==> src/fetch_consts.svh <==
// Sizing constants for the fetch front end
// Memory depth and index width must agree (depth = 2**index width)
// Reset PC must be word aligned and inside the instruction memory
`ifndef FETCH_CONSTS_SVH
`define FETCH_CONSTS_SVH

// First PC fetched after reset release
`define FETCH_RESET_PC 32'h0000_0000

// Instruction memory size in 32-bit words
`define IMEM_DEPTH 256

// Word index width into the instruction memory
`define IMEM_IDX_W 8

`endif

==> src/rv_isa_pkg.sv <==
// RV32 instruction encodings used by the fetch predecoder
// Only the J-type field layout is modelled; other formats read through raw
package rv_isa_pkg;

    // Base opcode map, bits [6:0]
    typedef enum logic [6:0] {
        OP_LOAD     = 7'b0000011,
        OP_MISC_MEM = 7'b0001111,
        OP_OP_IMM   = 7'b0010011,
        OP_AUIPC    = 7'b0010111,
        OP_STORE    = 7'b0100011,
        OP_OP       = 7'b0110011,
        OP_LUI      = 7'b0110111,
        OP_BRANCH   = 7'b1100011,
        OP_JALR     = 7'b1100111,
        OP_JAL      = 7'b1101111,
        OP_SYSTEM   = 7'b1110011
    } opcode_e;

    // J-type layout, MSB first
    // Immediate bits are scattered as in the ISA spec
    typedef struct packed {
        logic       imm20;
        logic [9:0] imm10_1;
        logic       imm11;
        logic [7:0] imm19_12;
        logic [4:0] rd;
        opcode_e    opcode;
    } j_type_s;

    // One fetched word, seen either raw or as J-type fields
    typedef union packed {
        logic [31:0] raw;
        j_type_s     j;
    } instr_u;

endpackage

==> src/fetch_pkg.sv <==
// Types passed between the fetch stages and out of the front end
// Depends on rv_isa_pkg, compile that first
package fetch_pkg;

    // Byte address, low two bits always zero in this front end
    typedef logic [31:0] pc_t;

    // Fetch 1 to fetch 2 payload
    // Valid travels beside it as a separate level
    typedef struct packed {
        pc_t pc;
    } f1_to_f2_s;

    // Request into the instruction memory
    typedef struct packed {
        logic en;
        pc_t  addr;
    } imem_req_s;

    // Fetch 2 output towards decode
    typedef struct packed {
        pc_t                pc;
        rv_isa_pkg::instr_u instr;
        // Set when instr is a JAL, already acted on by the front end
        logic               is_jal;
    } f2_out_s;

endpackage

==> src/fetch1_pc_gen.sv <==
// Fetch stage 1: PC register and fetch address generation
// Memory address register is sampled every cycle, so the address sent here
// is next_pc while moving and pc_ff while stalled or in post-reset init
// Stall and flush must never be high together
`timescale 1ns/1ns
`include "fetch_consts.svh"

module fetch1_pc_gen (
    input  logic                 clk,
    input  logic                 rst_n,

    // PC load from the hazard controller
    input  logic                 pc_load_en,
    input  fetch_pkg::pc_t       pc_load_val,

    // Stage controls
    input  logic                 f1_stall,
    input  logic                 f1_flush,

    // Memory request and fetch 2 side
    output fetch_pkg::imem_req_s imem_req,
    output logic                 f1_valid,
    output fetch_pkg::f1_to_f2_s f1_to_f2
);

    logic           init_q;
    fetch_pkg::pc_t pc_ff;
    fetch_pkg::pc_t next_pc;
    fetch_pkg::pc_t fetch_addr;
    logic           pc_move;

    // Init lasts one unstalled cycle after reset
    // While set, the reset PC goes out as the first address
    always_ff @(posedge clk) begin
        if (!rst_n) begin
            init_q <= 1'b1;
        end else if (!f1_stall) begin
            init_q <= 1'b0;
        end
    end

    // Load wins over sequential step
    assign next_pc = pc_load_en ? pc_load_val : pc_ff + 32'd4;

    // A load during init still moves the PC, init only blocks the step
    assign pc_move = !f1_stall && (!init_q || pc_load_en);

    always_ff @(posedge clk) begin
        if (!rst_n) begin
            pc_ff <= `FETCH_RESET_PC;
        end else if (pc_move) begin
            pc_ff <= next_pc;
        end
    end

    // Delayed fetch address has to equal pc_ff in the next cycle
    assign fetch_addr = pc_move ? next_pc : pc_ff;

    // Flushed or stalled cycles do not start a read
    assign imem_req.en   = !f1_flush && !f1_stall;
    assign imem_req.addr = fetch_addr;

    // Nothing valid leaves during init
    assign f1_valid    = !init_q && !f1_flush && !f1_stall;
    assign f1_to_f2.pc = pc_ff;

endmodule

==> config.mk <==
export PLATFORM = sky130hd
export DESIGN_NAME = fetch1_pc_gen
export DESIGN_NICKNAME = d
export VERILOG_FILES = /design/src/rv_isa_pkg.sv /design/src/fetch_pkg.sv /design/src/fetch1_pc_gen.sv
export VERILOG_INCLUDE_DIRS = /design/src
export SDC_FILE = /design/constraint.sdc
export NUM_CORES = 1
export LEC_CHECK = 0
export BUFFER_PORTS_ARGS = -buffer_cell sky130_fd_sc_hd__buf_4
export CORE_UTILIZATION = 44
export DETAILED_ROUTE_END_ITERATION = 12
export HOLD_SLACK_MARGIN = 0.03
export PLACE_DENSITY = 0.76
export RECOVER_POWER = 100
export SYNTH_ARGS = -nofsm -noshare
export SYNTH_HDL_FRONTEND = slang
export SYNTH_SLANG_ARGS = --single-unit
==> constraint.sdc <==
create_clock -name clk -period 1.8 [get_ports clk]
set_input_delay 0.09 -clock clk [delete_from_list [all_inputs] [get_ports clk]]
set_output_delay 0.09 -clock clk [all_outputs]
set_load 0.1 [all_outputs]
==> flow_metrics.py, run 1 <==
metrics = {
    "clocking": {
        "post_cts_resized": 150,
        "clock_sinks": 33,
        "root_buffer": "clkbuf_8",
        "numCtsBuffers": 5,
        "htree_levels": 2,
        "cts_buffer_depth": 2,
        "post_cts_buffers": 16,
        "cts_hold_buf": 0,
    },
    "synth": {
        "synthFlopType": "dfxtp_1",
        "synthCells": 330,
        "synth.avg_cell_area_um2": 7.36,
        "ys_top_cells_by_count": "33 x dfxtp_1, 33 x nand2_1, 28 x nor2_1",
        "synth_top_area_frac": 0.272,
        "yosysTopAreaCell": "dfxtp_1",
        "synth_cell_type_count": 58,
        "synthArstFlopShare": 0,
        "syn-num-nets": 368,
        "synth_warnings": 0,
        "yosys-top-cells-area": "dfxtp_1 27%, nand2_1 5.1%, and2_1 4.9%",
        "syn_area_mm2": 0.00243,
        "synth_seq_cells": 33,
        "synth_edf_count": 0,
        "seq_area_frac_synth": 0.272,
    },
    "outcome": {
        "status": "aborted with a tool error",
        "haltStage": "clock tree synthesis",
        "firstError": "[ERROR DPL-0038] Utilization greater than 100%, impossible to legalize",
    },
    "floorplan": {
        "die_h_um": 76.3,
        "initial_utilization": 0.467,
        "rows": 26,
        "io_pins": 103,
        "fp.dieW_um": 76.3,
    },
    "placement": {
        "io_buffers": 102,
        "place_hpwl_um": 7830,
        "finalWeightedCongestion": 0.973,
    },
}
-- logic make-up after synthesis --
group,synth area share
AND/OR/NAND/NOR,0.418
AO/OA/AOI/OAI,0.200
buffers and inverters,0.0680
flip-flops,0.272
multiplexers,0.0371
adder cells (fa/ha/maj),0.00515
-- metrics by stage --
step           setup slack [ps]  instance area [um^2]  instances  TNS [ps]  utilization
3_5_place_dp               -114                  4380        562      -547        0.842
3_3_place_gp               -107                  4380        562      -331        0.842
2_1_floorplan             -1050                  3050        330    -17090            -
==> run 2: changes to the inputs <==
Settings changed: CORE_UTILIZATION 44 to 29, HOLD_SLACK_MARGIN 0.03 to not set, PLACE_DENSITY 0.76 to not set, PLACE_DENSITY_LB_ADDON set to 0.15.
Clock period 1.8 ns to 2.3 ns, I/O delays scaled along.
==> flow_metrics.py, run 2 <==
metrics = {
    "layout": {
        "stdcell_area_mm2": 0.00401,
        "fin_nets": 491,
        "final.fill_count": 835,
        "largest_register_ff_count": 32,
        "syn2layout_area_growth_pct": 64.9,
        "regArea_um2": 762,
        "n_antenna_cell": 0,
        "final_cell_mix": "93 x buf_4, 33 x clkbuf_1, 32 x nand2_1",
        "final_common_cell": "buf_4",
        "drive_gt1_frac": 0.434,
        "multi_input_area_mm2": 0.00197,
    },
    "synth": {
        "synthMuxAreaShare": 0.0371,
        "yosysTopAreaCell": "dfxtp_1",
        "synth_xor_area_frac": 0,
        "synth-adder-area-share": 0.00515,
        "synth_top_area_frac": 0.272,
        "synth.avg_cell_area_um2": 7.36,
        "synth_top_family_by_area": "simple AND/OR/NAND/NOR gates",
        "yosys-top-cells-area": "dfxtp_1 27%, nand2_1 5.1%, and2_1 4.9%",
        "synthCells": 330,
        "synthArstFlopShare": 0,
        "synth_edf_count": 0,
        "synthFlopType": "dfxtp_1",
        "yosys.area_share.simple": 0.418,
        "synth_warnings": 0,
        "synth_cell_type_count": 58,
        "synth-compound-area-share": 0.200,
        "syn-num-nets": 368,
        "seq_area_frac_synth": 0.272,
        "synth_seq_cells": 33,
        "syn_area_mm2": 0.00243,
        "ys_top_cells_by_count": "33 x dfxtp_1, 33 x nand2_1, 28 x nor2_1",
    },
    "placement": {
        "placed_area_mm2": 0.00375,
        "place_hpwl_um": 6870,
        "finalWeightedCongestion": 0.908,
        "io_buffers": 102,
    },
    "detailed_routing": {
        "post-route-drc-count": 0,
        "routed_wl_um": 9690,
        "routed_via_density": 5.45,
        "first_pass_iters": 5,
        "antenna_left": 0,
        "wire_per_inst_um": 17.3,
        "vias": 3045,
        "drtIter0Drc": 159,
    },
    "timing": {
        "worst_slew_pin_slew_ps": 1180,
        "setup_viol": 0,
        "max-slew-margin-rel": 0.217,
        "final_max_slew_viol_count": 0,
        "final_hold_viol_count": 0,
        "setup_tns_ps": 0,
        "min_period_over_period": 0.998,
        "rsz0062_at_grt": "true",
        "fin_crit_ps": 2300,
        "clock.fmax_mhz": 436,
        "finalClockSkew_ps": 6.47,
    },
    "run": {
        "maxCapViolCount": 0,
    },
    "grt": {
        "grt_usage": 0.220,
        "grt_pass1_wl_um": 14800,
        "grt-ovfl-total": 0,
        "grt_max_degree": 33,
        "antenna_found_initial": 0,
        "first_global_vias": 2885,
    },
    "critical_path": {
        "cp-start-kind": "flop",
        "worstSetupPathType": "flop to output pin",
        "critPathCaptureType": "output pin",
        "crit_required_ps": 2180,
        "rr_endpoint": "f1_to_f2[31]",
        "reg2reg_slack_ps": 420,
        "arrival_ps": 2180,
        "path_max_fanout": 7,
        "worst_r2r_path_depth": 6,
        "r2r_start": "f1_to_f2[8]",
    },
    "power_and_ir_drop": {
        "ir_drop_v": 0.000278,
        "p_per_area_mw_per_mm2": 562,
        "total_leakage_power_nw": 1.61,
    },
    "floorplan": {
        "coreArea_mm2": 0.00818,
        "die-area_mm2": 0.00875,
        "fp.dieW_um": 93.5,
        "io_pins": 103,
        "initial_utilization": 0.297,
        "rows": 33,
        "die_h_um": 93.5,
    },
    "clocking": {
        "cts_buffer_depth": 2,
        "root_buffer": "clkbuf_8",
        "clock_sinks": 33,
        "cts_hold_buf": 0,
        "clock_latency_ps": 290,
        "htree_levels": 2,
        "cts_tree": "yes",
        "numCtsBuffers": 5,
        "clk_pin_slew_ps": 80,
    },
    "worst_hold_path": {
        "whs_endpoint": "f1_to_f2[1]",
        "min_from": "pc_load_val[1]",
        "worstHoldPathCells": 3,
        "hold_path_class": "input port to flop",
    },
    "outcome": {
        "status": "finished clean",
    },
}
-- run 2: per-layer routing --
metal / global-route usage / up-vias / part of all wire
met5: 0 / - / 0
met3: 0.0309 / 15 / 0.051
met1: 0.281 / 1447 / 0.44
li1: - / 1478 / -
met2: 0.384 / 105 / 0.50
met4: 0.0590 / 0 / 0.016
-- run 2: final cells by class --
cell class | count | area share
clock buffers | 7 | 0.0240
repair buffers | 140 | 0.252
inverters | 10 | 0.00937
flip-flops and latches | 33 | 0.190
well taps | 105 | 0.0328
clock inverters | 1 | 0.00125
multi-input cells | 263 | 0.491
-- run 2: repair_timing --
| item | CTS | global route |
|---|---|---|
| hold endpoints to repair | 0 | 0 |
| endpoints found under the setup margin | 17 | 17 |
| cloned | 0 | 1 |
| pin swaps | 3 | 15 |
| gates resized for setup | 11 | 23 |
| setup buffers | 2 | 17 |
-- run 2: how the worst max path moves through the flow --
stage | start | endpoint | slack, ps
floorplan | init_q | f1_to_f2[2] | -560
global placement | f1_to_f2[2] | imem_req[22] | 170
detailed placement | f1_to_f2[20] | imem_req[30] | 130
CTS | f1_to_f2[22] | imem_req[30] | -50
global route | f1_to_f2[12] | imem_req[30] | -50
finish | f1_to_f2[12] | imem_req[27] | 5
-- run 2: cells by family (layout without fill, tap and decap cells) --
logic type / after synthesis / in the layout
adder cells (fa/ha/maj): 1 / 1
buffers and inverters: 35 / 158
flip-flops: 33 / 33
multiplexers: 9 / 9
AND/OR/NAND/NOR: 178 / 179
AO/OA/AOI/OAI: 74 / 74
-- run 2: per-stage QoR --
stage	utilization	total power [W]	cells	worst slack (ps)	hold WS (ps)
global placement	0.458	0.00174	531	166	383
detailed placement	0.458	0.00175	531	129	398
finish	0.490	0.00225	559	4.54	97.3
floorplan	-	0.00150	330	-555	232
CTS	0.477	0.00227	541	-54.1	89.5
global route	0.490	0.00233	559	-54.1	105
-- run 2: where the power goes --
part           total [W]  switching (W)  leakage, nW  internal (W)
combinational    0.00108       0.000825         1.27      0.000259
clock           0.000511       0.000240       0.0542      0.000271
sequential      0.000657      0.0000628        0.290      0.000594
-- run 2: critical path, cell delays in order, from the launching register on --
cell and delay (ps):
dfxtp_4 390, nand4_4 180, nor4_4 340, nand3_2 140
or4_1 480, nand3b_1 150, buf_12 190
Note: power is estimated with default switching activity, not from simulation.
