==> config.mk <==
export PLATFORM = sky130hd
export DESIGN_NAME = fetch_hazard_ctrl
export DESIGN_NICKNAME = d
export VERILOG_FILES = /design/src/fetch_consts.svh /design/src/rv_isa_pkg.sv /design/src/fetch_pkg.sv /design/src/fetch_hazard_ctrl.sv
export SDC_FILE = /design/constraint.sdc
export NUM_CORES = 1
export LEC_CHECK = 0
export BUFFER_PORTS_ARGS = -buffer_cell sky130_fd_sc_hd__buf_2
export CORE_MARGIN = 2
export CORE_UTILIZATION = 36
export DETAILED_ROUTE_END_ITERATION = 10
export GPL_TIMING_DRIVEN = 0
export PLACE_DENSITY_LB_ADDON = 0.12
export SLEW_MARGIN = 30
export SYNTH_ARGS = -nofsm -noshare
export SYNTH_HDL_FRONTEND = slang
export SYNTH_SLANG_ARGS = --single-unit
==> constraint.sdc <==
create_clock -name vclk -period 1.47
set_input_delay 0 -clock vclk [all_inputs]
set_output_delay 0 -clock vclk [all_outputs]
set_load 0.02 [all_outputs]
==> src/fetch_consts.svh <==
// Sizing constants for the fetch front end
// Memory depth and index width must agree (depth = 2**index width)
// Reset PC must be word aligned and inside the instruction memory
`ifndef FETCH_CONSTS_SVH
`define FETCH_CONSTS_SVH

// First PC fetched after reset release
`define FETCH_RESET_PC 32'h0000_0000

// Instruction memory size in 32-bit words
`define IMEM_DEPTH 256

// Word index width into the instruction memory
`define IMEM_IDX_W 8

`endif

==> src/rv_isa_pkg.sv <==
// RV32 instruction encodings used by the fetch predecoder
// Only the J-type field layout is modelled; other formats read through raw
package rv_isa_pkg;

    // Base opcode map, bits [6:0]
    typedef enum logic [6:0] {
        OP_LOAD     = 7'b0000011,
        OP_MISC_MEM = 7'b0001111,
        OP_OP_IMM   = 7'b0010011,
        OP_AUIPC    = 7'b0010111,
        OP_STORE    = 7'b0100011,
        OP_OP       = 7'b0110011,
        OP_LUI      = 7'b0110111,
        OP_BRANCH   = 7'b1100011,
        OP_JALR     = 7'b1100111,
        OP_JAL      = 7'b1101111,
        OP_SYSTEM   = 7'b1110011
    } opcode_e;

    // J-type layout, MSB first
    // Immediate bits are scattered as in the ISA spec
    typedef struct packed {
        logic       imm20;
        logic [9:0] imm10_1;
        logic       imm11;
        logic [7:0] imm19_12;
        logic [4:0] rd;
        opcode_e    opcode;
    } j_type_s;

    // One fetched word, seen either raw or as J-type fields
    typedef union packed {
        logic [31:0] raw;
        j_type_s     j;
    } instr_u;

endpackage

==> src/fetch_pkg.sv <==
// Types passed between the fetch stages and out of the front end
// Depends on rv_isa_pkg, compile that first
package fetch_pkg;

    // Byte address, low two bits always zero in this front end
    typedef logic [31:0] pc_t;

    // Fetch 1 to fetch 2 payload
    // Valid travels beside it as a separate level
    typedef struct packed {
        pc_t pc;
    } f1_to_f2_s;

    // Request into the instruction memory
    typedef struct packed {
        logic en;
        pc_t  addr;
    } imem_req_s;

    // Fetch 2 output towards decode
    typedef struct packed {
        pc_t                pc;
        rv_isa_pkg::instr_u instr;
        // Set when instr is a JAL, already acted on by the front end
        logic               is_jal;
    } f2_out_s;

endpackage

==> src/fetch_hazard_ctrl.sv <==
// Hazard controller for the two fetch stages, purely combinational
// External redirect beats a JAL redirect and overrides a downstream stall
// A JAL only redirects on the cycle it is accepted downstream
`timescale 1ns/1ns

module fetch_hazard_ctrl (
    input  logic           out_stall,
    input  logic           redirect_en,
    input  fetch_pkg::pc_t redirect_pc,
    input  logic           jal_redirect,
    input  fetch_pkg::pc_t jal_target,

    output logic           f1_stall,
    output logic           f1_flush,
    output logic           f2_stall,
    output logic           f2_flush,
    output logic           pc_load_en,
    output fetch_pkg::pc_t pc_load_val
);

    logic jal_take;

    // JAL held under back-pressure waits
    assign jal_take = jal_redirect && !out_stall;

    always_comb begin
        f1_stall    = out_stall;
        f2_stall    = out_stall;
        f1_flush    = 1'b0;
        f2_flush    = 1'b0;
        pc_load_en  = 1'b0;
        pc_load_val = '0;

        if (redirect_en) begin
            // Everything in flight is wrong path, stall dropped
            f1_stall    = 1'b0;
            f2_stall    = 1'b0;
            f1_flush    = 1'b1;
            f2_flush    = 1'b1;
            pc_load_en  = 1'b1;
            pc_load_val = redirect_pc;
        end else if (jal_take) begin
            // JAL itself leaves fetch 2, only fetch 1 is wrong path
            f1_flush    = 1'b1;
            pc_load_en  = 1'b1;
            pc_load_val = jal_target;
        end
    end

endmodule

=== Word-level counts from Yosys, hierarchy flattened ===
Index checks and enable logic that the tools add are counted.

* Bits in registers: 0
* Logic and storage cells: 8

* Reductions and logical operators: 2
* Muxes and demuxes: 6

{| class="wikitable"
|+ Operators with widths
! kind !! count
|-
| 2-to-1 mux 32 bit || 2
|-
| 2-to-1 mux 1 bit || 4
|-
| logical AND 1 bit || 1
|-
| logical NOT 1 bit || 1
|}

=== Logic depth before layout (Yosys ltp) ===
Gate-level depths: netlist of the first run.

* Word-level depth: 4
* Gate-level depth with buffers: 5

=== Worst setup path before layout of the first run ===
No wires, ideal clock.

* Kind: input to output
* From: in redirect_en
* To: out f2_stall
* Required time: 1.470 ns
* Data arrival time: 0.817 ns
* Setup slack: 0.653 ns
* Stages: 4
* Cells stage by stage: buf_6 -> buf_12 -> nor2b_1 -> buf_4

* Longest elaborated chain between the ends: 1

{| class="wikitable"
|+ Ends and longest elaborated chain
! item !! line !! text
|-
| start, declared || fetch_hazard_ctrl.sv:8 || <nowiki>input logic redirect_en,</nowiki>
|-
| 2-to-1 mux 1 bit || -- ||
|-
| end, declared || fetch_hazard_ctrl.sv:15 || <nowiki>output logic f2_stall,</nowiki>
|}

No other way between the ends.

=== Worst setup path after layout of the first run ===
* From: in out_stall
* To: out pc_load_val[13]

* Longest elaborated chain between the ends: 4

{| class="wikitable"
|+ Ends and longest elaborated chain
! item !! line !! text
|-
| start, declared || fetch_hazard_ctrl.sv:7 || <nowiki>input logic out_stall,</nowiki>
|-
| logical NOT 1 bit || fetch_hazard_ctrl.sv:24 || <nowiki>assign jal_take = jal_redirect && !out_stall;</nowiki>
|-
| logical AND 1 bit || fetch_hazard_ctrl.sv:24 ||
|-
| 2-to-1 mux 32 bit || fetch_hazard_ctrl.sv:42 || <nowiki>end else if (jal_take) begin</nowiki>
|-
| 2-to-1 mux 32 bit || fetch_hazard_ctrl.sv:34 || <nowiki>if (redirect_en) begin</nowiki>
|-
| end, declared || fetch_hazard_ctrl.sv:18 || <nowiki>output fetch_pkg::pc_t pc_load_val</nowiki>
|}

No other way between the ends.

==> results of run 1 <==
[path summary, 6_finish.rpt]
check / from / to / slack [ns]
setup / recovery: out_stall / pc_load_val[13] / 0.69
hold / removal: redirect_en / f2_flush / 0.22
[placed cells by master, fill, tap and decap left out, types with 2 or more instances in the layout]
cell | netlist | final
buf_12 | 4 | 4
nand2b_1 | 33 | 33
clkbuf_1 | 2 | 2
buf_4 | 5 | 5
o21ai_1 | 7 | 7
nand2_1 | 12 | 12
buf_2 | 1 | 104
o21ai_2 | 24 | 24
nand2_2 | 20 | 20
[cell families (layout without fill, tap and decap cells)]
family / after synthesis / after routing / synth area share (%)
and+or+nand+nor: 67 / 67 / 50.3
AOI/OAI and AO/OA: 32 / 32 / 31.7
buffers and inverters: 13 / 116 / 17.9
[synth_stat cells]
cell type	n	area [um2]
nand2b_1	33	206
o21ai_2	24	210
nand2_2	20	125
nand2_1	12	45.0
o21ai_1	7	35.0
buf_4	5	37.5
buf_12	4	80.1
clkbuf_1	2	7.51
buf_2	1	5.00
buf_6	1	11.3
nand2b_4	1	13.8
nor2b_1	1	6.26
o21ai_0	1	5.00
[worst max-delay path: cells and delay by family]
kind | cells | cell delay [ns]
and+or+nand+nor | 1 | 0.16
AOI/OAI and AO/OA | 1 | 0.15
buffers and inverters | 3 | 0.48
[power by group]
part	internal, mW	switching, mW
Clock	0	0
Sequential	0	0
Combinational	0.206	0.238
Total	0.206	0.238
[per-stage QoR]
| step | instances | hold WS, ns | area [um2] |
|---|---|---|---|
| after floorplan | 112 | 0.113 | 788 |
| after global placement | 242 | 0.224 | 1340 |
| after detailed placement | 242 | 0.224 | 1340 |
| after CTS | 242 | 0.225 | 1340 |
| after global routing | 242 | 0.226 | 1340 |
| final | 242 | 0.223 | 1340 |
[layer usage]
layer / global-route usage, % / wire [um]
met5: 0 / 0
met4: 0.450 / 0
met3: 0.893 / 203
met2: 38.4 / 1290
met1: 17.9 / 845
[layout make-up]
cell class | instances | area [um2] | share of cell area (%)
repair buffers | 103 | 515 | 38.5
well taps | 27 | 33.8 | 2.53
plain buffers | 13 | 141 | 10.6
multi-input cells | 99 | 647 | 48.4
==> run metrics, run 1 <==
Final setup viols 0; final setup margin 0.687 ns; hold crit path type primary input to output pin; Max Freq 1.28 GHz; largest stage delay on the critical path about 0.2 ns; worst-path cell chain buf_2 -> nand2b_4 -> buf_2 -> o21ai_1 -> buf_2; dpl hpwl between 2000 and 2500 um; Slew @ Worst Pin 0.280 ns; Mean Syn Cell Area 7.04 um2; Pre-antenna DRT Iters 4; share of cells above drive strength 1 74.0%; Post-CTS Setup Inserts 0; pwr dens 332 mW/mm2; global route overflow 0; Routed WL per cell slightly below 10 um; Rows 16; syn_nets 179; Starting Density 39.0%; Resized Gates After CTS 0; Distinct cells, synth 13; Area Growth Syn to Fin 69.7%; Fillers roughly 190; final hold vios 0; gr usage total 17.3%; starting DRC count in detailed routing 8; status complete, no violations; DR vias/cell 4.44; port bufs ~100; via count about 1,100; first-pass GRT wire length 3730 um; Core ar. a little over 0.002 mm2; Period Utilization, post-route 53.3%; synthesized instance count 112; die width 50.8 um; Most common cell on crit path buf_2; die height around 50 um; remaining antenna violation count 0; initial antenna violation count 0; worst endpoint required time about 1.5 ns; num sequential 0; post-layout util about two thirds; yosys warns 0; crit end category output pin; critical path arrival 0.78 ns; leakage dissipation 0.742 nW; Nets about 280; CP Max Fanout 10; vias in the first global route 949; die area 0.00258 mm2; DRT Wirelength 2340 um; Place WS 0.676 ns; drt drc 0; I/O pin cnt between 100 and 150; RSZ-0062 raised after global routing no; fin. max-slew vios 0; Slew headroom 81.4%; number of inserted diodes 0; global placement routability congestion slightly below 0.7; Setup TNS 0 ns; Critical Setup Path Class primary input to output pin; clock buffer count 0; hold buffers post-CTS 0; Max stage delay cell, worst path buf_2; CP Launch Type primary input; sequential-to-total area share from yosys stat 0%; largest net degree at the start of global routing 11; maxcap violations 0; post-layout min period between 0.7 and 0.8 ns; hold depth 2; total power draw 0.444 mW; register area 0 um2; maximum vdd drop about 0.00018 V; Post-Synthesis Cell Area roughly 790 um2
No activity file was read; power rests on OpenSTA's default activity.
==> run 2: changes to the inputs <==
CORE_UTILIZATION = 33   (was 36)
clock period = 0.8 ns   (was 1.47 ns; I/O delays follow)
==> run 2 against run 1 <==
Net effect: clock-buffer cell count unchanged; utilization shrank 3.9 points; combinational power increased by 93%; via count increased by 0.93%; sequential share of layout area unchanged; final area up 3.9%; first-iteration DRC count down 63%; power is 93% higher; sequential cell count is the same; die area is 8.4% higher; final cell count rose by 0.41%; critical path depth stayed put; critical endpoint is now pc_load_val[28].
==> run metrics, run 2 (synthesis gave the netlist of run 1 again) <==
CP Max Fanout 10 (unchanged); Area Growth Syn to Fin 76.3% (was 69.7%); most frequent cells in the layout buf_2 (86), nand2b_1 (33), o21ai_2 (25) (was buf_2 (104), nand2b_1 (33), o21ai_2 (24)); crit end category output pin (unchanged); number of inserted diodes 0 (unchanged); Critical Setup Path Class primary input to output pin (unchanged); Final setup viols 0 (unchanged); dpl hpwl 2030 um (was 2070 um); largest net degree at the start of global routing 11 (unchanged); remaining antenna violation count 0 (unchanged); DRT Wirelength 2410 um (was 2340 um); post-layout util 62.2% (was 66.2%); Period Utilization, post-route 96.3%; Slew @ Worst Pin 0.293 ns (was 0.280 ns); Starting Density 35.3% (was 39.0%); num sequential 0 (unchanged); port bufs 103 (unchanged); RSZ-0062 raised after global routing yes (was no); final hold vios 0 (unchanged); CP Launch Type primary input (unchanged); vias in the first global route 910 (was 949); critical path arrival 0.77 ns (was 0.78 ns); Nets 284 (unchanged); global placement routability congestion 0.645 (was 0.686); via count 1,085 (was 1,075); fin. max-slew vios 0 (unchanged); DR vias/cell 4.47 (was 4.44); hold crit path type primary input to output pin (unchanged); Rows 17 (was 16); worst endpoint required time 0.80 ns (was 1.47 ns); register area 0 um2 (unchanged); clock buffer count 0 (unchanged); Pre-antenna DRT Iters 3 (was 4); maximum vdd drop 0.000345 V (was 0.000179 V); post-layout min period approximately 0.77 ns; Core ar. 0.00223 mm2 (was 0.00202 mm2); commonest non-fill, non-tap cell in the layout buf_2 (unchanged); I/O pin cnt 104 (unchanged); die height 52.9 um (was 50.8 um); Slew headroom 80.5% (was 81.4%); Post-CTS Setup Inserts 0 (unchanged); Max Freq between 1 and 1.5 GHz; first-pass GRT wire length 3640 um (was 3730 um); drt drc 0 (unchanged); hold buffers post-CTS 0 (unchanged); gr usage total 15.8% (was 17.3%); die width 52.9 um (was 50.8 um); status complete, no violations (unchanged); maxcap violations 0 (unchanged); Placed Cells 243 (was 242); initial antenna violation count 0 (unchanged); Layout Cells excl Fill 243 (was 242); pwr dens 617 mW/mm2 (was 332 mW/mm2); Routed WL per cell 9.91 um (was 9.68 um); leakage dissipation 0.754 nW (was 0.742 nW); share of cells above drive strength 1 74.9% (was 74.0%); starting DRC count in detailed routing 3 (was 8); global route overflow 0 (unchanged); die area 0.00280 mm2 (was 0.00258 mm2)
-- run 2: cell counts in the layout (fill, tap and decap cells not counted) --
No cell type changed its count.
-- run 2: stage by stage --
step	TNS, ns	hold slack (ns)	total power [mW]	cell area, um2	setup slack [ns]
6_report	0	0.219	0.858	1390	0.0299
4_1_cts	0	0.221	0.829	1340	0.00202
3_5_place_dp	-0.00100	0.220	0.826	1340	-0.00100
3_3_place_gp	0	0.220	0.810	1340	0.00960
5_1_grt	-0.0362	0.228	0.931	1390	-0.00983
2_1_floorplan	0	0.113	0.510	791	0.0817
-- run 2: worst paths after layout --
path | depth (start not counted) | slack [ns] | to | from
setup / recovery | 5 | 0.03 | pc_load_val[28] | out_stall
hold / removal | 2 | 0.22 | f2_flush | redirect_en
-- run 2: final cells by class --
cell class	count	area, um2
tap	28	35.0
multi-input combinational	99	653
timing repair buffer	103	558
buffer	13	144
fill	215	843
-- run 2: critical path, stage by stage --
cell      delay [ns]
buf_2           0.10
nand2b_4        0.16
buf_4           0.20
o21ai_2         0.15
buf_4           0.15
-- run 2: timing repair --
action | 4_1_cts | 5_1_grt
setup endpoints to repair | 0 | 23
hold endpoints to repair | 0 | 0
gates resized for setup | 0 | 20
-- run 2: metal layers --
layer | vias up | part of all wire, % | global-route usage (%)
met4 | 0 | 0 | 0
met2 | 60 | 53 | 31.5
met1 | 460 | 36 | 18.7
met5 | - | 0 | 0
li1 | 565 | - | -
met3 | 0 | 11 | 2.26
-- run 2: report_power, final --
group | switching, mW | leakage (nW) | internal (mW)
clock | 0 | 0 | 0
sequential | 0 | 0 | 0
combinational | 0.444 | 0.754 | 0.415
==> run 3: changes to the inputs <==
--- a/config.mk
+++ b/config.mk
@@ -11,5 +11,5 @@
 export DETAILED_ROUTE_END_ITERATION = 10
 export GPL_TIMING_DRIVEN = 0
-export PLACE_DENSITY_LB_ADDON = 0.12
+export PLACE_DENSITY = 0.8
 export SLEW_MARGIN = 30
 export SYNTH_ARGS = -nofsm -noshare
==> constraint.sdc (replaced) <==
create_clock -name vclk -period 0.8
set_input_delay 0.08 -clock vclk [all_inputs]
set_output_delay 0.08 -clock vclk [all_outputs]
set_load 0.02 [all_outputs]
==> run 3 against run 2 <==
Net effect: the run now ends with negative setup slack left; worst hold slack improved by 0.16 ns; wire length rose by 11%; critical path depth unchanged; die area did not move; final cell count is the same; highest routed layer unchanged.
==> run metrics, run 3 (synthesis gave the netlist of run 1 again) <==
worst endpoint required time 0.72 ns (was 0.80 ns); DR vias/cell 4.52 (was 4.47); dpl hpwl 2050 um (was 2030 um); status finished, violations left (was complete, no violations); port bufs 103 (unchanged); register area 0 um2 (unchanged); global placement routability congestion 0.790 (was 0.645); RSZ-0062 raised after global routing yes (unchanged); Placed Cells 243 (unchanged); CP Max Fanout 10 (unchanged); largest stage delay on the critical path 0.17 ns (was 0.20 ns); Max Freq 1.12 GHz (was 1.30 GHz); DRT Wirelength 2660 um (was 2410 um); pwr dens 630 mW/mm2 (was 617 mW/mm2); Slew headroom 80.7% (was 80.5%); Fillers 197 (was 215); Slew @ Worst Pin 0.289 ns (was 0.293 ns); largest net degree at the start of global routing 20 (was 11); leakage dissipation 0.804 nW (was 0.754 nW); I/O pin cnt 104 (unchanged); hold crit path type primary input to output pin (unchanged); met2 usage 36.5% (was 31.5%); starting DRC count in detailed routing 5 (was 3); critical path arrival 0.81 ns (was 0.77 ns); Pre-antenna DRT Iters 4 (was 3); GRT met1 Usage 19.4% (was 18.7%); die height 52.9 um (unchanged); post-layout min period 0.893 ns (was 0.770 ns); final hold vios 0 (unchanged); Worst Hold Launch redirect_en (unchanged); Max stage delay cell, worst path nand2b_4 (was buf_4); Rows 17 (unchanged); die width 52.9 um (unchanged); Period Utilization, post-route 112% (was 96.3%); crit end category output pin (unchanged); Nets 284 (unchanged); hold depth 2 (unchanged); CP Launch Type primary input (unchanged); num sequential 0 (unchanged); drt drc 0 (unchanged); remaining antenna violation count 0 (unchanged); commonest non-fill, non-tap cell in the layout buf_2 (unchanged); Place WS -0.161 ns (was -0.00100 ns); maxcap violations 0 (unchanged); Starting Density 35.3% (unchanged); gr usage total 17.4% (was 15.8%); die area 0.00280 mm2 (unchanged); Final setup viols 33 (was 0); met3 Use GR 1.41% (was 2.26%); final hold slack 0.380 ns (was 0.219 ns); clock buffer count 0 (unchanged); Layout Cells excl Fill 243 (unchanged); Area Growth Syn to Fin 97.3% (was 76.3%); final setup margin -0.0934 ns (was 0.0299 ns); share of cells above drive strength 1 76.7% (was 74.9%); most frequent cells in the layout buf_2 (68), nand2b_1 (32), o21ai_2 (25) (was buf_2 (86), nand2b_1 (33), o21ai_2 (25)); failing checks negative setup slack; number of inserted diodes 0 (unchanged); vias in the first global route 962 (was 910); Critical Setup Path Class primary input to output pin (unchanged); global route overflow 0 (unchanged); Routed WL per cell 11.0 um (was 9.91 um); Core ar. 0.00223 mm2 (unchanged); area occupied by multi-input gates 694 um2 (was 653 um2); fin. max-slew vios 0 (unchanged); initial antenna violation count 0 (unchanged); worst-path cell chain buf_6 -> nand2b_4 -> buf_8 -> o21ai_2 -> buf_6 (was buf_2 -> nand2b_4 -> buf_4 -> o21ai_2 -> buf_4); maximum vdd drop 0.000408 V (was 0.000345 V); Most common cell on crit path buf_6 (was buf_4); Hold Crit Endpoint f2_flush (unchanged); global route hottest layer met2 (unchanged); first-pass GRT wire length 3860 um (was 3640 um); via count 1,099 (was 1,085)
==> run 3: cell type report <==
class	count	area share (%)
plain buffers	12	9.65
multi-input cells	99	44.7
well taps	28	2.25
repair buffers	104	43.4
==> run 3: report_power, final <==
group / switching [mW] / total, mW / internal [mW] / leakage [nW]
Sequential: 0 / 0 / 0 / 0
Combinational: 0.481 / 0.980 / 0.499 / 0.804
Clock: 0 / 0 / 0 / 0
Total: 0.481 / 0.980 / 0.499 / 0.804
==> run 3: worst max-delay path by stage <==
stage                          from         endpoint  slack [ns]
after floorplan           out_stall  pc_load_val[13]       -0.05
after global placement    out_stall   pc_load_val[5]       -0.15
after detailed placement  out_stall  pc_load_val[13]       -0.16
after CTS                 out_stall  pc_load_val[22]       -0.09
after global routing      out_stall  pc_load_val[27]       -0.13
final                     out_stall  pc_load_val[19]       -0.09
==> run 3: per-layer routing <==
| metal | wire [um] | vias to the layer above |
|---|---|---|
| met5 | 0 | - |
| met3 | 233 | 0 |
| met2 | 1480 | 55 |
| met4 | 0 | 0 |
| met1 | 950 | 477 |
| li1 | - | 567 |
==> run 3: through the flow <==
step / setup TNS, ns / instance area, um2 / total power, mW / utilization (%)
floorplan: -0.321 / 797 / 0.515 / -
global placement: -4.10 / 1350 / 0.819 / 60.3
detailed placement: -4.59 / 1350 / 0.831 / 60.3
CTS: -2.09 / 1500 / 0.948 / 67.3
global route: -3.31 / 1560 / 1.05 / 69.6
finish: -2.18 / 1560 / 0.980 / 69.6
==> run 3: what timing repair did <==
| item | CTS | global route |
|---|---|---|
| setup buffers | 1 | 0 |
| pin swaps | 2 | 0 |
| hold buffers | 0 | 0 |
| setup endpoints to repair | 32 | 34 |
| resized for setup | 51 | 12 |
==> run 3: critical path, delay by kind of cell <==
kind,cells,cell delay (ns)
buffers and inverters,3,0.40
AND/OR/NAND/NOR,1,0.17
AO/OA/AOI/OAI,1,0.16
