File: config.mk
export PLATFORM = sky130hd
export DESIGN_NAME = fetch2_predecode
export DESIGN_NICKNAME = d
export VERILOG_FILES = /design/src/fetch_consts.svh /design/src/rv_isa_pkg.sv /design/src/fetch_pkg.sv /design/src/fetch2_predecode.sv
export SDC_FILE = /design/constraint.sdc
export NUM_CORES = 1
export LEC_CHECK = 0
export ABC_AREA = 1
export BUFFER_PORTS_ARGS = -buffer_cell sky130_fd_sc_hd__buf_2
export CAP_MARGIN = 10
export CELL_PAD_IN_SITES_DETAIL_PLACEMENT = 0
export CELL_PAD_IN_SITES_GLOBAL_PLACEMENT = 1
export CORE_MARGIN = 2
export CORE_UTILIZATION = 33
export CTS_BUF_LIST = sky130_fd_sc_hd__clkbuf_4 sky130_fd_sc_hd__clkbuf_8 sky130_fd_sc_hd__clkbuf_16
export DETAILED_ROUTE_END_ITERATION = 10
export PLACE_DENSITY = 0.86
export SYNTH_ARGS = -nofsm -noshare
export SYNTH_HDL_FRONTEND = slang
export SYNTH_SLANG_ARGS = --single-unit
File: constraint.sdc
create_clock -name clk -period 2.52 [get_ports clk]
set_input_delay 0 -clock clk [delete_from_list [all_inputs] [get_ports clk]]
set_output_delay 0 -clock clk [all_outputs]
set_load 0.02 [all_outputs]
File: src/fetch_consts.svh
// Sizing constants for the fetch front end
// Memory depth and index width must agree (depth = 2**index width)
// Reset PC must be word aligned and inside the instruction memory
`ifndef FETCH_CONSTS_SVH
`define FETCH_CONSTS_SVH

// First PC fetched after reset release
`define FETCH_RESET_PC 32'h0000_0000

// Instruction memory size in 32-bit words
`define IMEM_DEPTH 256

// Word index width into the instruction memory
`define IMEM_IDX_W 8

`endif

File: src/rv_isa_pkg.sv
// RV32 instruction encodings used by the fetch predecoder
// Only the J-type field layout is modelled; other formats read through raw
package rv_isa_pkg;

    // Base opcode map, bits [6:0]
    typedef enum logic [6:0] {
        OP_LOAD     = 7'b0000011,
        OP_MISC_MEM = 7'b0001111,
        OP_OP_IMM   = 7'b0010011,
        OP_AUIPC    = 7'b0010111,
        OP_STORE    = 7'b0100011,
        OP_OP       = 7'b0110011,
        OP_LUI      = 7'b0110111,
        OP_BRANCH   = 7'b1100011,
        OP_JALR     = 7'b1100111,
        OP_JAL      = 7'b1101111,
        OP_SYSTEM   = 7'b1110011
    } opcode_e;

    // J-type layout, MSB first
    // Immediate bits are scattered as in the ISA spec
    typedef struct packed {
        logic       imm20;
        logic [9:0] imm10_1;
        logic       imm11;
        logic [7:0] imm19_12;
        logic [4:0] rd;
        opcode_e    opcode;
    } j_type_s;

    // One fetched word, seen either raw or as J-type fields
    typedef union packed {
        logic [31:0] raw;
        j_type_s     j;
    } instr_u;

endpackage

File: src/fetch_pkg.sv
// Types passed between the fetch stages and out of the front end
// Depends on rv_isa_pkg, compile that first
package fetch_pkg;

    // Byte address, low two bits always zero in this front end
    typedef logic [31:0] pc_t;

    // Fetch 1 to fetch 2 payload
    // Valid travels beside it as a separate level
    typedef struct packed {
        pc_t pc;
    } f1_to_f2_s;

    // Request into the instruction memory
    typedef struct packed {
        logic en;
        pc_t  addr;
    } imem_req_s;

    // Fetch 2 output towards decode
    typedef struct packed {
        pc_t                pc;
        rv_isa_pkg::instr_u instr;
        // Set when instr is a JAL, already acted on by the front end
        logic               is_jal;
    } f2_out_s;

endpackage

File: src/fetch2_predecode.sv
// Fetch stage 2: aligns the returned word with its PC and predecodes JAL
// rdata must belong to the PC registered here in every unstalled cycle
// Returned word is captured when stall rises and replayed until it falls
// jal_redirect is raw; the hazard controller decides when it acts
`timescale 1ns/1ns

module fetch2_predecode (
    input  logic                 clk,
    input  logic                 rst_n,

    // From fetch 1 and the memory
    input  logic                 f1_valid,
    input  fetch_pkg::f1_to_f2_s f1_to_f2,
    input  rv_isa_pkg::instr_u   rdata,

    // Stage controls
    input  logic                 f2_stall,
    input  logic                 f2_flush,

    // Towards decode
    output logic                 out_valid,
    output fetch_pkg::f2_out_s   out,

    // JAL redirect request
    output logic                 jal_redirect,
    output fetch_pkg::pc_t       jal_target
);

    logic               valid_q;
    fetch_pkg::pc_t     pc_q;
    rv_isa_pkg::instr_u hold_q;
    logic               hold_active_q;
    rv_isa_pkg::instr_u instr;
    logic [31:0]        j_imm;

    // Valid bit, flush kills whatever is in the stage
    always_ff @(posedge clk) begin
        if (!rst_n) begin
            valid_q <= 1'b0;
        end else if (f2_flush) begin
            valid_q <= 1'b0;
        end else if (!f2_stall) begin
            valid_q <= f1_valid;
        end
    end

    // PC follows the valid bit
    always_ff @(posedge clk) begin
        if (!f2_stall) begin
            pc_q <= f1_to_f2.pc;
        end
    end

    // Hold flag, set on the first stalled cycle
    always_ff @(posedge clk) begin
        if (!rst_n) begin
            hold_active_q <= 1'b0;
        end else begin
            hold_active_q <= f2_stall;
        end
    end

    // Only the word present when stall rises is kept
    always_ff @(posedge clk) begin
        if (f2_stall && !hold_active_q) begin
            hold_q <= rdata;
        end
    end

    assign instr = hold_active_q ? hold_q : rdata;

    // J immediate, sign extended, bit 0 always zero
    assign j_imm = {{11{instr.j.imm20}}, instr.j.imm20, instr.j.imm19_12,
                    instr.j.imm11, instr.j.imm10_1, 1'b0};

    assign out_valid  = valid_q;
    assign out.pc     = pc_q;
    assign out.instr  = instr;
    assign out.is_jal = (instr.j.opcode == rv_isa_pkg::OP_JAL);

    assign jal_redirect = valid_q && out.is_jal;
    assign jal_target   = pc_q + j_imm;

endmodule

Yosys cells after proc, flatten, opt, wreduce, memory -nomap -nowiden
Cells that the tools add are included.
{ "op_classes": {"eq_ne": 1, "n_mux": 1, "n_reduce_logical": 4, "n_div": 0, "addsub": 1, "n_mul": 0, "bitwise_logic": 1, "shift": 0, "n_lt_le_gt_ge": 0} }
{ "op_table": {"columns": ["op", "n"], "rows": [
  ["32-bit adder", 1],
  ["32-bit two-way mux", 1],
  ["7-bit equality test, second input constant", 1],
  ["1-bit logical AND", 2],
  ["2-bit OR reduction", 1],
  ["1-bit zero test", 1],
  ["1-bit inverter", 1]
]} }
{ "totals": {"elab_cells": 12, "n_memories": 0, "romBits": 0, "register_bits": 66, "mem_bits_rw": 0, "inputBits": 69, "latchBits": 0, "output_inout_bits": 99} }

Depth between registers and ports, before layout
Gate-level depths: netlist of the first run.
{ "logic_depth": {"ltp_word": 3, "depth_mapped": 16, "ltp_nobuf": 13} }

Worst setup path before layout of the first run
No wires, ideal clock.
{ "synth_timing": {"kind": "register to output", "startpoint": "register hold_active_q", "endpoint": "output port jal_target[13]", "n_path_buf": 3, "required_time_ps": 2520, "t_arrival_ps": 2632, "slack_ps": -112, "stages_incl_launch_ff": 14, "cell_sequence": "dfxtp_1 > buf_4 > buf_6 > buf_4 > mux2_2 > ha_1 > fa_1 > nand3_1 > nand3_2 > nand2_1 > nand2_2 > nand2_1 > nand2_2 > xor2_1"} }
{ "synth_rtl": {"columns": ["item", "line_no", "rtl"], "rows": [
  ["from (decl)", "fetch2_predecode.sv:32", "logic hold_active_q;"],
  ["from (signal assigned)", "fetch2_predecode.sv:59", "hold_active_q <= f2_stall;"],
  ["to (decl)", "fetch2_predecode.sv:26", "output fetch_pkg::pc_t jal_target"]
]} }

Worst setup path after layout of the first run
{ "layout_timing": {"startpoint": "register hold_active_q", "endpoint": "output port jal_target[16]"} }
{ "layout_between": {"elab_chain_cells": 2} }
{ "layout_lines": {"columns": ["item", "line_no", "rtl"], "rows": [
  ["32-bit two-way mux", "fetch2_predecode.sv:70", "assign instr = hold_active_q ? hold_q : rdata;"],
  ["32-bit adder", "fetch2_predecode.sv:82", "assign jal_target = pc_q + j_imm;"]
]} }
No other way between the ends.

==> results of run 1 <==
[path summary, 6_finish.rpt]
| kind | startpoint | slack [ns] | depth (start not counted) | to |
|---|---|---|---|---|
| max | hold_active_q$_SDFF_PN0_ | -0.06 | 13 | jal_target[16] |
| min | f2_stall | 0.20 | 3 | hold_q[11]$_DFFE_PP_ |
| max reg2reg | hold_active_q$_SDFF_PN0_ | 0.76 | 5 | hold_q[17]$_DFFE_PP_ |
| min reg2reg | hold_active_q$_SDFF_PN0_ | 1.04 | 4 | hold_q[11]$_DFFE_PP_ |
[state kept, by name (all words and copies together), names as in the netlist]
signal         flops
hold_active_q      1
pc_q              32
out_valid          1
hold_q            32
[tightest hold or removal path, cell delays in order]
cell	delay, ns
buf_2	0.12
inv_1	0.11
nor2_4	0.13
[final cells by class]
type	instances	share of cell area [%]
multi-input cells	408	39.2
clock buffers	9	2.72
well taps	180	2.72
inverters	109	5.00
repair buffers	285	25.1
flip-flops and latches	66	23.7
clock inverters	7	1.50
[power by group]
part | leakage (nW) | internal, mW | switching [mW]
registers | 0.637 | 1.29 | 0.0545
clock network | 0.167 | 0.975 | 0.517
logic | 3.26 | 0.982 | 1.25
total | 4.06 | 3.25 | 1.82
[kinds of logic (layout without fill, tap and decap cells)]
logic type | Yosys count | count (layout) | synth area share (%)
AO/OA/AOI/OAI | 28 | 28 | 3.55
XOR/XNOR | 16 | 16 | 2.95
adder cells (fa/ha/maj) | 31 | 31 | 8.31
buffers and inverters | 114 | 410 | 9.42
flip-flops | 66 | 66 | 41.2
multiplexers | 29 | 30 | 6.86
AND/OR/NAND/NOR | 303 | 303 | 27.7
[per-stage QoR]
stage | cell area (um^2) | util (%) | setup TNS [ns] | total power [mW] | hold WS (ns)
after global placement | 5930 | 42.4 | 0 | 2.92 | 0.176
after global routing | 8280 | 59.2 | -2.88 | 5.33 | 0.230
after CTS | 7730 | 55.3 | -0.677 | 4.85 | 0.185
after detailed placement | 5930 | 42.4 | -0.0146 | 2.93 | 0.177
after floorplan | 4780 | - | 0 | 2.40 | 0.0895
final | 8280 | 59.2 | -0.423 | 5.07 | 0.199
[synth_stat cells]
library cell | number | area, um^2
buf_2 | 1 | 5.00
a2111oi_0 | 1 | 8.76
nand2_1 | 201 | 754
nand4_1 | 4 | 25.0
nor3_1 | 3 | 15.0
nor2_2 | 4 | 25.0
edfxtp_1 | 64 | 1920
buf_4 | 3 | 22.5
a21o_1 | 1 | 7.51
nor4_2 | 1 | 12.5
fa_1 | 1 | 20.0
xor2_1 | 16 | 140
nor3_2 | 4 | 40.0
ha_1 | 30 | 375
mux2_2 | 29 | 327
nand3_2 | 8 | 80.1
a21oi_1 | 16 | 80.1
dfxtp_1 | 2 | 40.0
o21ai_0 | 2 | 10.0
a21oi_2 | 4 | 35.0
nand3_1 | 21 | 105
inv_1 | 106 | 398
nor2_1 | 39 | 146
o21ai_1 | 1 | 5.00
o21bai_1 | 3 | 22.5
buf_6 | 1 | 11.3
inv_2 | 3 | 11.3
nand2_2 | 18 | 113
[layer usage]
| layer | share of wire [%] | wire (um) | GRT usage (%) | vias to the layer above |
|---|---|---|---|---|
| li1 | - | - | - | 2454 |
| met1 | 43 | 6710 | 24.1 | 2275 |
| met2 | 50 | 7830 | 34.1 | 130 |
| met3 | 5.5 | 856 | 4.26 | 15 |
| met4 | 1.3 | 201 | 6.04 | 0 |
| met5 | 0 | 0 | 0 | - |
[timing repair]
action / 4_1_cts / 5_1_grt
setup buffers: 17 / 18
resized for setup: 138 / 102
pin swaps: 21 / 45
endpoints found under the setup margin: 25 / 24
endpoints found under the hold margin: 66 / 0
hold buffers: 68 / 0
gates cloned: 2 / 0
[layout by cell type, fill, tap and decap left out, types with 3 or more instances in the layout]
cell and n:
nand2_1 145, bufinv_16 3, buf_4 53, mux2_4 21
xor2_2 4, buf_2 142, nand3_2 13, buf_12 4
edfxtp_1 64, nand4_1 4, nand2_2 58, ha_4 30
xor2_1 12, a21oi_2 15, clkbuf_16 9, inv_2 10
a21oi_1 3, nand3_1 14, nor2_2 10, nand2_4 16
inv_1 97, dlygate4sd3_1 68, o21bai_1 3, nor2_1 29
nor2_4 4, mux2_2 9, buf_6 17, nor3_2 4
==> run metrics, run 1 <==
placed cells=943; Die Width=124 um; status=finished with violations; Crit. End Element=primary output; Max Freq=387 MHz; first-pass GRT wire length=roughly 23000 um; worst vdd ir=0.413 mV; synthesized net count=687; GP Congestion=0.910; Critical Path AT=approximately 2.6 ns; Ports=around 170; I/O Buffers=167; vias in the first global route=4731; footprint of the multi-input gates=0.00325 mm^2; Slew Limit Headroom=62.2%; period utilization=103%; CTS sink count=66; H-tree levels=3; root buf cell=clkbuf_16; Netlist cell types=28; Starting Density=between 30% and 40%; most used cell, CP=nand2_2; DPL Wire Length=10600 um; core area=between 0.01 and 0.015 mm^2; #FFs+latches synth=66; FF/Latch Area=0.00197 mm^2; # DRC=0; top cell family by delay on the critical path=buffers and inverters; Max Cap Viol=0; failing checks=negative setup slack; share of layout cells above drive strength 1=about half; Area Overhead vs Synth=74.0%; largest net degree at the start of global routing=33; # setup viols final=16; post-synthesis sequential area ratio=~41%; fin crit period=around 2.6 ns; RSZ-0062 raised after global routing=true; Worst Max-Slew Pin Slew=0.565 ns; CTS buffer count=9; WL/cell=14.7 um; clock buffer depth=2; die area=~0.015 mm^2; CP max-delay cell=dfxtp_4; Leakage=4.06 nW; clock insertion delay at the later pin of the skew report=0.35 ns; Reg clk slew, reported paths=0.06 ns; total global-route track usage=19.6%; clk_skew=0.00799 ns; n_diodes=0; final setup margin=-0.0636 ns; max-slew violations=0; Pwr Density=613 mW/mm^2; final std cells w/o fill=1064; syn_area_per_cell=8.10 um^2; worst-path cell chain=buf_12, buf_8, mux2_4, ha_4, nand2_1, nand2_2, a21oi_2, nand2_2, buf_4, nand2_1, nand2_2, xor2_2, buf_6; final count of hold timing violations=0; Syn Inst Count=between 500 and 600; final WL=15600 um; post-synthesis cell area=0.00476 mm^2; Worst path max stage delay=a little under 0.4 ns; antenna violations before repair=0; DRT antenna net count=0; # rows=43; DR iter-0 viols=187; Via Count=4874; critical path launch point type=register; Die H=124 um; CTS tree=yes; FILL cells=about 1200; hold crit path type=input port to register; final net count=~1000; Buf/Inv on CP=4; WS Path Type=register to primary output; vias per cell=4.58; pre-CTS worst setup slack=-0.0146 ns; Req. time, crit path=approximately 2.5 ns; drt pass-1 iters=5; synth warn=0; worst-path maximum fanout=6; grt total ovfl=0
Power figures use the tool's default switching activity.
==> run 2, diff against run 1 <==
--- a/config.mk
+++ b/config.mk
@@ -6,15 +6,15 @@
 export NUM_CORES = 1
 export LEC_CHECK = 0
 export ABC_AREA = 1
-export BUFFER_PORTS_ARGS = -buffer_cell sky130_fd_sc_hd__buf_2
 export CAP_MARGIN = 10
 export CELL_PAD_IN_SITES_DETAIL_PLACEMENT = 0
 export CELL_PAD_IN_SITES_GLOBAL_PLACEMENT = 1
 export CORE_MARGIN = 2
-export CORE_UTILIZATION = 33
+export CORE_UTILIZATION = 42
 export CTS_BUF_LIST = sky130_fd_sc_hd__clkbuf_4 sky130_fd_sc_hd__clkbuf_8 sky130_fd_sc_hd__clkbuf_16
 export DETAILED_ROUTE_END_ITERATION = 10
-export PLACE_DENSITY = 0.86
+export DONT_BUFFER_PORTS = 1
+export PLACE_DENSITY = 0.85
 export SYNTH_ARGS = -nofsm -noshare
 export SYNTH_HDL_FRONTEND = slang
 export SYNTH_SLANG_ARGS = --single-unit
==> run metrics, run 2 (synthesis gave the netlist of run 1 again) <==
critical path launch point type=register; Die Width=110 um (-11%); Final Util=68.0% (+8.8 points); Crit Reg-Reg Endpoint=hold_q[19]$_DFFE_PP_; Pwr Density=664 mW/mm^2 (+8.3%); clk_skew=0.00992 ns (+0.00193 ns); FILL cells=792 (-35%); share of layout cells above drive strength 1=39.1% (-10 points); drt pass-1 iters=5 (unchanged); Via Count=4623 (-5.1%); combinational share of power=41.3% (-2.8 points); Worst path max stage delay=0.42 ns (+0.03 ns); period utilization=106% (+3.7 points); Post-Route Setup TNS=-1.04 ns (-0.620 ns); WL/cell=19.9 um (+36%); H-tree levels=3 (unchanged); DPL Wire Length=10100 um (-4.8%); first-pass GRT wire length=24500 um (+6.8%); top cell family by delay on the critical path=buffers and inverters; grt total ovfl=0 (unchanged); GP Congestion=0.923 (+1.4%); vias in the first global route=4577 (-3.3%); I/O Buffers=0 (-100%); most used cell, CP=buf_6; DR iter-0 viols=273 (+46%); antenna violations before repair=0 (unchanged); Pwr Total=4.94 mW (-2.7%); vias per cell=5.25 (+15%); total global-route track usage=25.5% (+6.0 points); Die H=110 um (-11%); final setup margin=-0.157 ns (-0.0931 ns); reg2reg start=hold_active_q$_SDFF_PN0_; commonest non-fill, non-tap cell in the layout=nand2_1; Critical Path AT=2.68 ns (+0.10 ns); final count of hold timing violations=0 (unchanged); root buf cell=clkbuf_16; Req. time, crit path=2.52 ns (about the same); Top Registers=hold_q: 32 flops, pc_q: 32 flops; CTS sink count=66 (unchanged); CP max-delay cell=dfxtp_4; DRT antenna net count=0 (unchanged); most frequent cells in the layout=140 x nand2_1, 99 x inv_1, 68 x dlygate4sd3_1; Hold WS=0.135 ns (-0.0633 ns); fin crit period=2.68 ns (+0.0931 ns); flop-to-flop setup slack=0.83 ns (+0.07 ns); Leakage=3.50 nW (-14%); Max Freq=374 MHz (-3.5%); Switching Share=37.6% (+1.7 points); n_diodes=0 (unchanged); Crit. End Element=primary output; worst vdd ir=0.553 mV (+34%); Clk network pwr share=30.2% (+0.8 points); Area Overhead vs Synth=56.3%; WS Path Type=register to primary output; worst-path cell chain=buf_12, mux2_4, ha_4, fa_2, buf_6, nand2_4, nand3_4, buf_6, xor2_2, buf_6; status=finished with violations; die area=0.0122 mm^2 (-21%); Starting Density=43.5% (+9.5 points); worst hold start=f2_stall; # rows=38 (-12%); Slew Limit Headroom=65.0% (+2.8 points); Max Cap Viol=0 (unchanged); Worst Max-Slew Pin Slew=0.524 ns (-0.0414 ns); core area=0.0109 mm^2 (-22%); final net count=836 (-15%); hold crit path type=input port to register; pre-CTS worst setup slack=0.0832 ns (+0.0977 ns); Int Pwr=3.08 mW (-5.2%); max-slew violations=0 (unchanged); Buf/Inv on CP=4 (unchanged); # setup viols final=16 (unchanged); CTS tree=yes; final WL=17500 um (+12%); Reg clk slew, reported paths=0.07 ns (about the same); largest net degree at the start of global routing=33 (unchanged); Net Sw Power=1.86 mW (+1.8%); failing checks=negative setup slack; CTS buffer count=9 (unchanged); sequential power share=28.5% (+2.0 points); # DRC=0 (unchanged); path depth of the worst reg2reg path=4 (-1); hold path endpoint=hold_q[28]$_DFFE_PP_; Worst Hold Depth=2 (-1); worst-path maximum fanout=5 (-1); Ports=168 (unchanged); clock insertion delay at the later pin of the skew report=0.34 ns (about the same); clock buffer depth=2 (unchanged); RSZ-0062 raised after global routing=true
## run 2: final cells by class
type | count | area, um^2 | share of cell area (%)
clock buffer | 9 | 225 | 3.03
clock inverter | 7 | 125 | 1.68
inverter | 109 | 417 | 5.60
multi-input combinational | 407 | 3200 | 43.0
sequential | 66 | 1970 | 26.4
tap | 140 | 175 | 2.36
timing repair buffer | 143 | 1330 | 17.9
## run 2: worst register-to-register path, cell delays in order, from the launching register on
cell and delay, ns:
dfxtp_4 0.38, buf_6 0.17, buf_4 0.17, nor2_4 0.44, buf_12 0.23
## run 2: worst max-delay path by stage
stage                     endpoint  cells after the start  slack [ns]                      from
detailed placement  jal_target[29]                     13        0.08  hold_active_q$_SDFF_PN0_
global placement    jal_target[29]                     13        0.13  hold_active_q$_SDFF_PN0_
CTS                 jal_target[13]                     12       -0.06  hold_active_q$_SDFF_PN0_
global route         jal_target[7]                     10       -0.21  hold_active_q$_SDFF_PN0_
finish               jal_target[7]                     10       -0.16  hold_active_q$_SDFF_PN0_
floorplan           jal_target[29]                     15        0.02  hold_active_q$_SDFF_PN0_
## run 2: what timing repair did
action	4_1_cts	5_1_grt
gates cloned	2	0
gates resized for setup	95	113
pin swaps	17	51
setup buffers	11	14
hold buffers	68	0
endpoints found under the setup margin	24	25
endpoints found under the hold margin	66	0
## run 2: per-layer routing
layer	vias up	GRT usage [%]	part of all wire (%)
met5	-	0	0
met4	0	11.5	5.7
met3	68	7.85	7.6
met2	234	42.8	49
met1	2157	30.0	37
li1	2164	-	-
## run 2: power groups by stage
| stage | logic (mW) | registers (mW) | clock network (mW) |
|---|---|---|---|
| 2_1_floorplan | 1.01 | 1.39 | 0 |
| 3_3_place_gp | 1.40 | 1.41 | 0 |
| 3_5_place_dp | 1.41 | 1.41 | 0 |
| 4_1_cts | 1.71 | 1.40 | 1.50 |
| 5_1_grt | 2.17 | 1.42 | 1.55 |
| 6_report | 2.04 | 1.41 | 1.49 |
## run 2: stage by stage
step | instance area [um^2] | instances
6_report | 7440 | 881
5_1_grt | 7440 | 881
4_1_cts | 6910 | 868
3_5_place_dp | 5320 | 771
3_3_place_gp | 5320 | 771
2_1_floorplan | 4780 | 587
==> run 3, diff against run 2 <==
--- a/config.mk
+++ b/config.mk
@@ -5,16 +5,15 @@
 export SDC_FILE = /design/constraint.sdc
 export NUM_CORES = 1
 export LEC_CHECK = 0
-export ABC_AREA = 1
 export CAP_MARGIN = 10
 export CELL_PAD_IN_SITES_DETAIL_PLACEMENT = 0
 export CELL_PAD_IN_SITES_GLOBAL_PLACEMENT = 1
 export CORE_MARGIN = 2
-export CORE_UTILIZATION = 42
+export CORE_UTILIZATION = 44
 export CTS_BUF_LIST = sky130_fd_sc_hd__clkbuf_4 sky130_fd_sc_hd__clkbuf_8 sky130_fd_sc_hd__clkbuf_16
 export DETAILED_ROUTE_END_ITERATION = 10
 export DONT_BUFFER_PORTS = 1
-export PLACE_DENSITY = 0.85
+export PLACE_DENSITY = 0.84
 export SYNTH_ARGS = -nofsm -noshare
 export SYNTH_HDL_FRONTEND = slang
 export SYNTH_SLANG_ARGS = --single-unit
==> run metrics, run 3 <==
Area Overhead vs Synth=80.2%; Critical Path AT=3.40 ns (+0.72 ns); Die Width=101 um (-8.5%); Worst path max stage delay=0.35 ns (-0.07 ns); clock insertion delay at the later pin of the skew report=0.37 ns (+0.03 ns); failing checks=negative setup slack; Max Cap Viol=0 (unchanged); XOR/XNOR share of the synthesized area=5.49% (+2.5 points); worst vdd ir=0.525 mV (-5.2%); Synth top cells by count=64 x edfxtp_1, 31 x mux2_2, 30 x ha_1; #FFs+latches synth=66 (unchanged); worst-path maximum fanout=6 (+1); syn_area_per_cell=12.0 um^2 (+48%); Final Util=81.2% (+13 points); hold path endpoint=hold_q[21]$_DFFE_PP_; hold crit path type=input port to register; Max Freq=294 MHz (-21%); final setup margin=-0.878 ns (-0.722 ns); final count of hold timing violations=0 (unchanged); simple-gate area share of the yosys netlist=9.48% (-18 points); Reg clk slew, reported paths=0.08 ns (about the same); status=finished with violations; DPL Wire Length=8850 um (-12%); Buf/Inv on CP=5 (+1); clk_skew=0.0233 ns (+0.0134 ns); clock buffer depth=2 (unchanged); Crit. End Element=primary output; top cell family by delay on the critical path=buffers and inverters; synth warn=0 (unchanged); # setup viols final=27 (+11); largest family of logic cells by synthesized area=compound AO/OA/AOI/OAI gates; final WL=15900 um (-9.1%); Finished Cell Area=0.00747 mm^2 (+0.44%); flop-to-flop setup slack=0.50 ns (-0.33 ns); H-tree levels=3 (unchanged); Hold WS=0.0300 ns (-0.105 ns); n_diodes=0 (unchanged); most frequent cells in the layout=156 x buf_4, 68 x dlygate4sd3_1, 64 x edfxtp_1; Post-synth EDFFs=64 (unchanged); FILL cells=492 (-38%); Worst Hold Depth=2 (unchanged); Die H=101 um (-8.5%); Slew Limit Headroom=68.0% (+3.0 points); Syn Inst Count=345 (-41%); RSZ-0062 raised after global routing=true; first-pass GRT wire length=21900 um (-10%); worst-path cell chain=buf_12, buf_12, mux2_4, ha_4, buf_4, buf_4, o21a_1, nor2_1, a211oi_4, buf_4, o31ai_4, mux2i_1, nand2_2; antenna violations before repair=0 (unchanged); Post-DP Area=0.00579 mm^2 (+8.8%); CTS sink count=66 (unchanged); post-synthesis mux area share=9.15% (+2.3 points); WL/cell=22.5 um (+13%); Pwr Total=4.77 mW (-3.4%); vias in the first global route=4260 (-6.9%); Crit Reg-Reg Endpoint=hold_q[23]$_DFFE_PP_; top-count cell post-synth=edfxtp_1; reg2reg start=hold_active_q$_SDFF_PN0_; GP Congestion=0.814 (-12%); share of layout cells above drive strength 1=55.4% (+16 points); Leakage=3.09 nW (-12%); drt pass-1 iters=6 (+1); ys async rst share=0% (unchanged); fin crit period=3.40 ns (+0.722 ns); CTS buffer count=9 (unchanged); largest net degree at the start of global routing=33 (unchanged); period utilization=135% (+29 points); core area=0.00920 mm^2 (-16%); Netlist cell types=59 (+110%); path depth of the worst reg2reg path=7 (+3); top-area cell type share of the netlist area=46.4% (+6.0 points); DR iter-0 viols=320 (+17%); Pwr Density=638 mW/mm^2 (-3.8%); Area contributors post-synth=edfxtp_1 46%, ha_1 9.1%, mux2_2 8.4%; Req. time, crit path=2.52 ns (about the same); Yosys top cell by area=edfxtp_1; WS Path Type=register to primary output; grt total ovfl=0 (unchanged); die area=0.0102 mm^2 (-16%); synthesized net count=445 (-35%); Critical Path Start=hold_active_q$_SDFF_PN0_; Post-Route Setup TNS=-15.37 ns (-14.33 ns); commonest non-fill, non-tap cell in the layout=buf_4; I/O Buffers=0 (unchanged); worst hold start=f2_stall; Worst Max-Slew Pin Slew=0.480 ns (-0.0440 ns); Top Registers=hold_q: 32 flops, pc_q: 32 flops; most used cell, CP=buf_4; Post-Synth Adder-Cell Area=9.54% (+1.2 points); Starting Density=45.1% (+1.6 points); CP max-delay cell=dfxtp_4; final net count=692 (-17%); Via Count=4180 (-9.6%); post-synthesis sequential area ratio=47.3% (+6.1 points); # rows=35 (-7.9%); max-slew violations=0 (unchanged); Ports=168 (unchanged); Synth Flop Type=edfxtp_1; post-synthesis cell area=0.00415 mm^2 (-13%); DRT antenna net count=0 (unchanged); root buf cell=clkbuf_8; vias per cell=5.90 (+13%); total global-route track usage=28.2% (+2.7 points); # DRC=0 (unchanged); Synth Area in Compound Gates=15.9% (+12 points); CTS tree=yes; critical path launch point type=register
==> run 3: cell count changes after synthesis, moves of 5 or more <==
cell	delta
nand2_1	-184
inv_1	-97
nand2_2	-18
nor2_1	-18
nand3_1	-15
a21o_1	+14
xnor2_1	+12
o21ai_0	+10
nand3_2	-8
a21oi_1	+5
==> run 3: kinds of logic after synthesis <==
| logic type | after synthesis |
|---|---|
| flip-flops | 66 |
| buffers and inverters | 23 |
| XOR/XNOR | 26 |
| multiplexers | 34 |
| adder cells (fa/ha/maj) | 31 |
| AO/OA/AOI/OAI | 87 |
| AND/OR/NAND/NOR | 78 |
==> run 3: repair_timing <==
action | in CTS | in global routing
endpoints found under the hold margin | 66 | 0
hold buffers | 68 | 0
buffers inserted | 18 | 20
pin swaps | 41 | 33
resized for setup | 63 | 41
setup endpoints to repair | 27 | 27
==> run 3: through the flow <==
step                      std cells  setup slack, ns
after floorplan                 345           -0.319
after global placement          593           -0.304
after detailed placement        593           -0.352
after CTS                       692           -0.679
after global routing            708           -0.949
final                           708           -0.878
==> run 3: how the worst max path moves through the flow <==
| stage | to | slack [ns] | cells past startpoint |
|---|---|---|---|
| floorplan | jal_target[27] | -0.32 | 11 |
| global placement | jal_target[30] | -0.30 | 12 |
| detailed placement | jal_target[30] | -0.35 | 12 |
| CTS | jal_target[30] | -0.68 | 12 |
| global route | jal_target[31] | -0.95 | 13 |
| finish | jal_target[31] | -0.88 | 13 |
==> run 3: report_power, final <==
part           switching [mW]  internal, mW
logic                    1.22          1.13
clock network           0.464         0.595
registers              0.0714          1.29
total                    1.75          3.01
==> run 3: area by class of cell <==
| class | count | area [um^2] | area share [%] |
|---|---|---|---|
| multi-input combinational | 256 | 2910 | 39.0 |
| timing repair buffer | 250 | 2190 | 29.4 |
| sequential | 66 | 1970 | 26.3 |
| clock buffer | 11 | 145 | 1.94 |
| tap | 111 | 139 | 1.86 |
| clock inverter | 5 | 78.8 | 1.06 |
| inverter | 9 | 36.3 | 0.486 |
==> run 3: worst reg2reg max path, stage by stage (launching register included) <==
cell	delay, ns
dfxtp_4	0.35
buf_12	0.14
buf_12	0.13
buf_4	0.13
buf_4	0.13
buf_4	0.15
nor2_4	0.38
buf_4	0.31
==> run 3: per-layer routing <==
| metal | share of wire [%] | wire, um | global-route usage, % |
|---|---|---|---|
| met4 | 5.3 | 845 | 12.9 |
| met2 | 52 | 8210 | 51.2 |
| met3 | 6.9 | 1100 | 6.93 |
| met1 | 36 | 5780 | 30.9 |
| met5 | 0 | 0 | 0 |
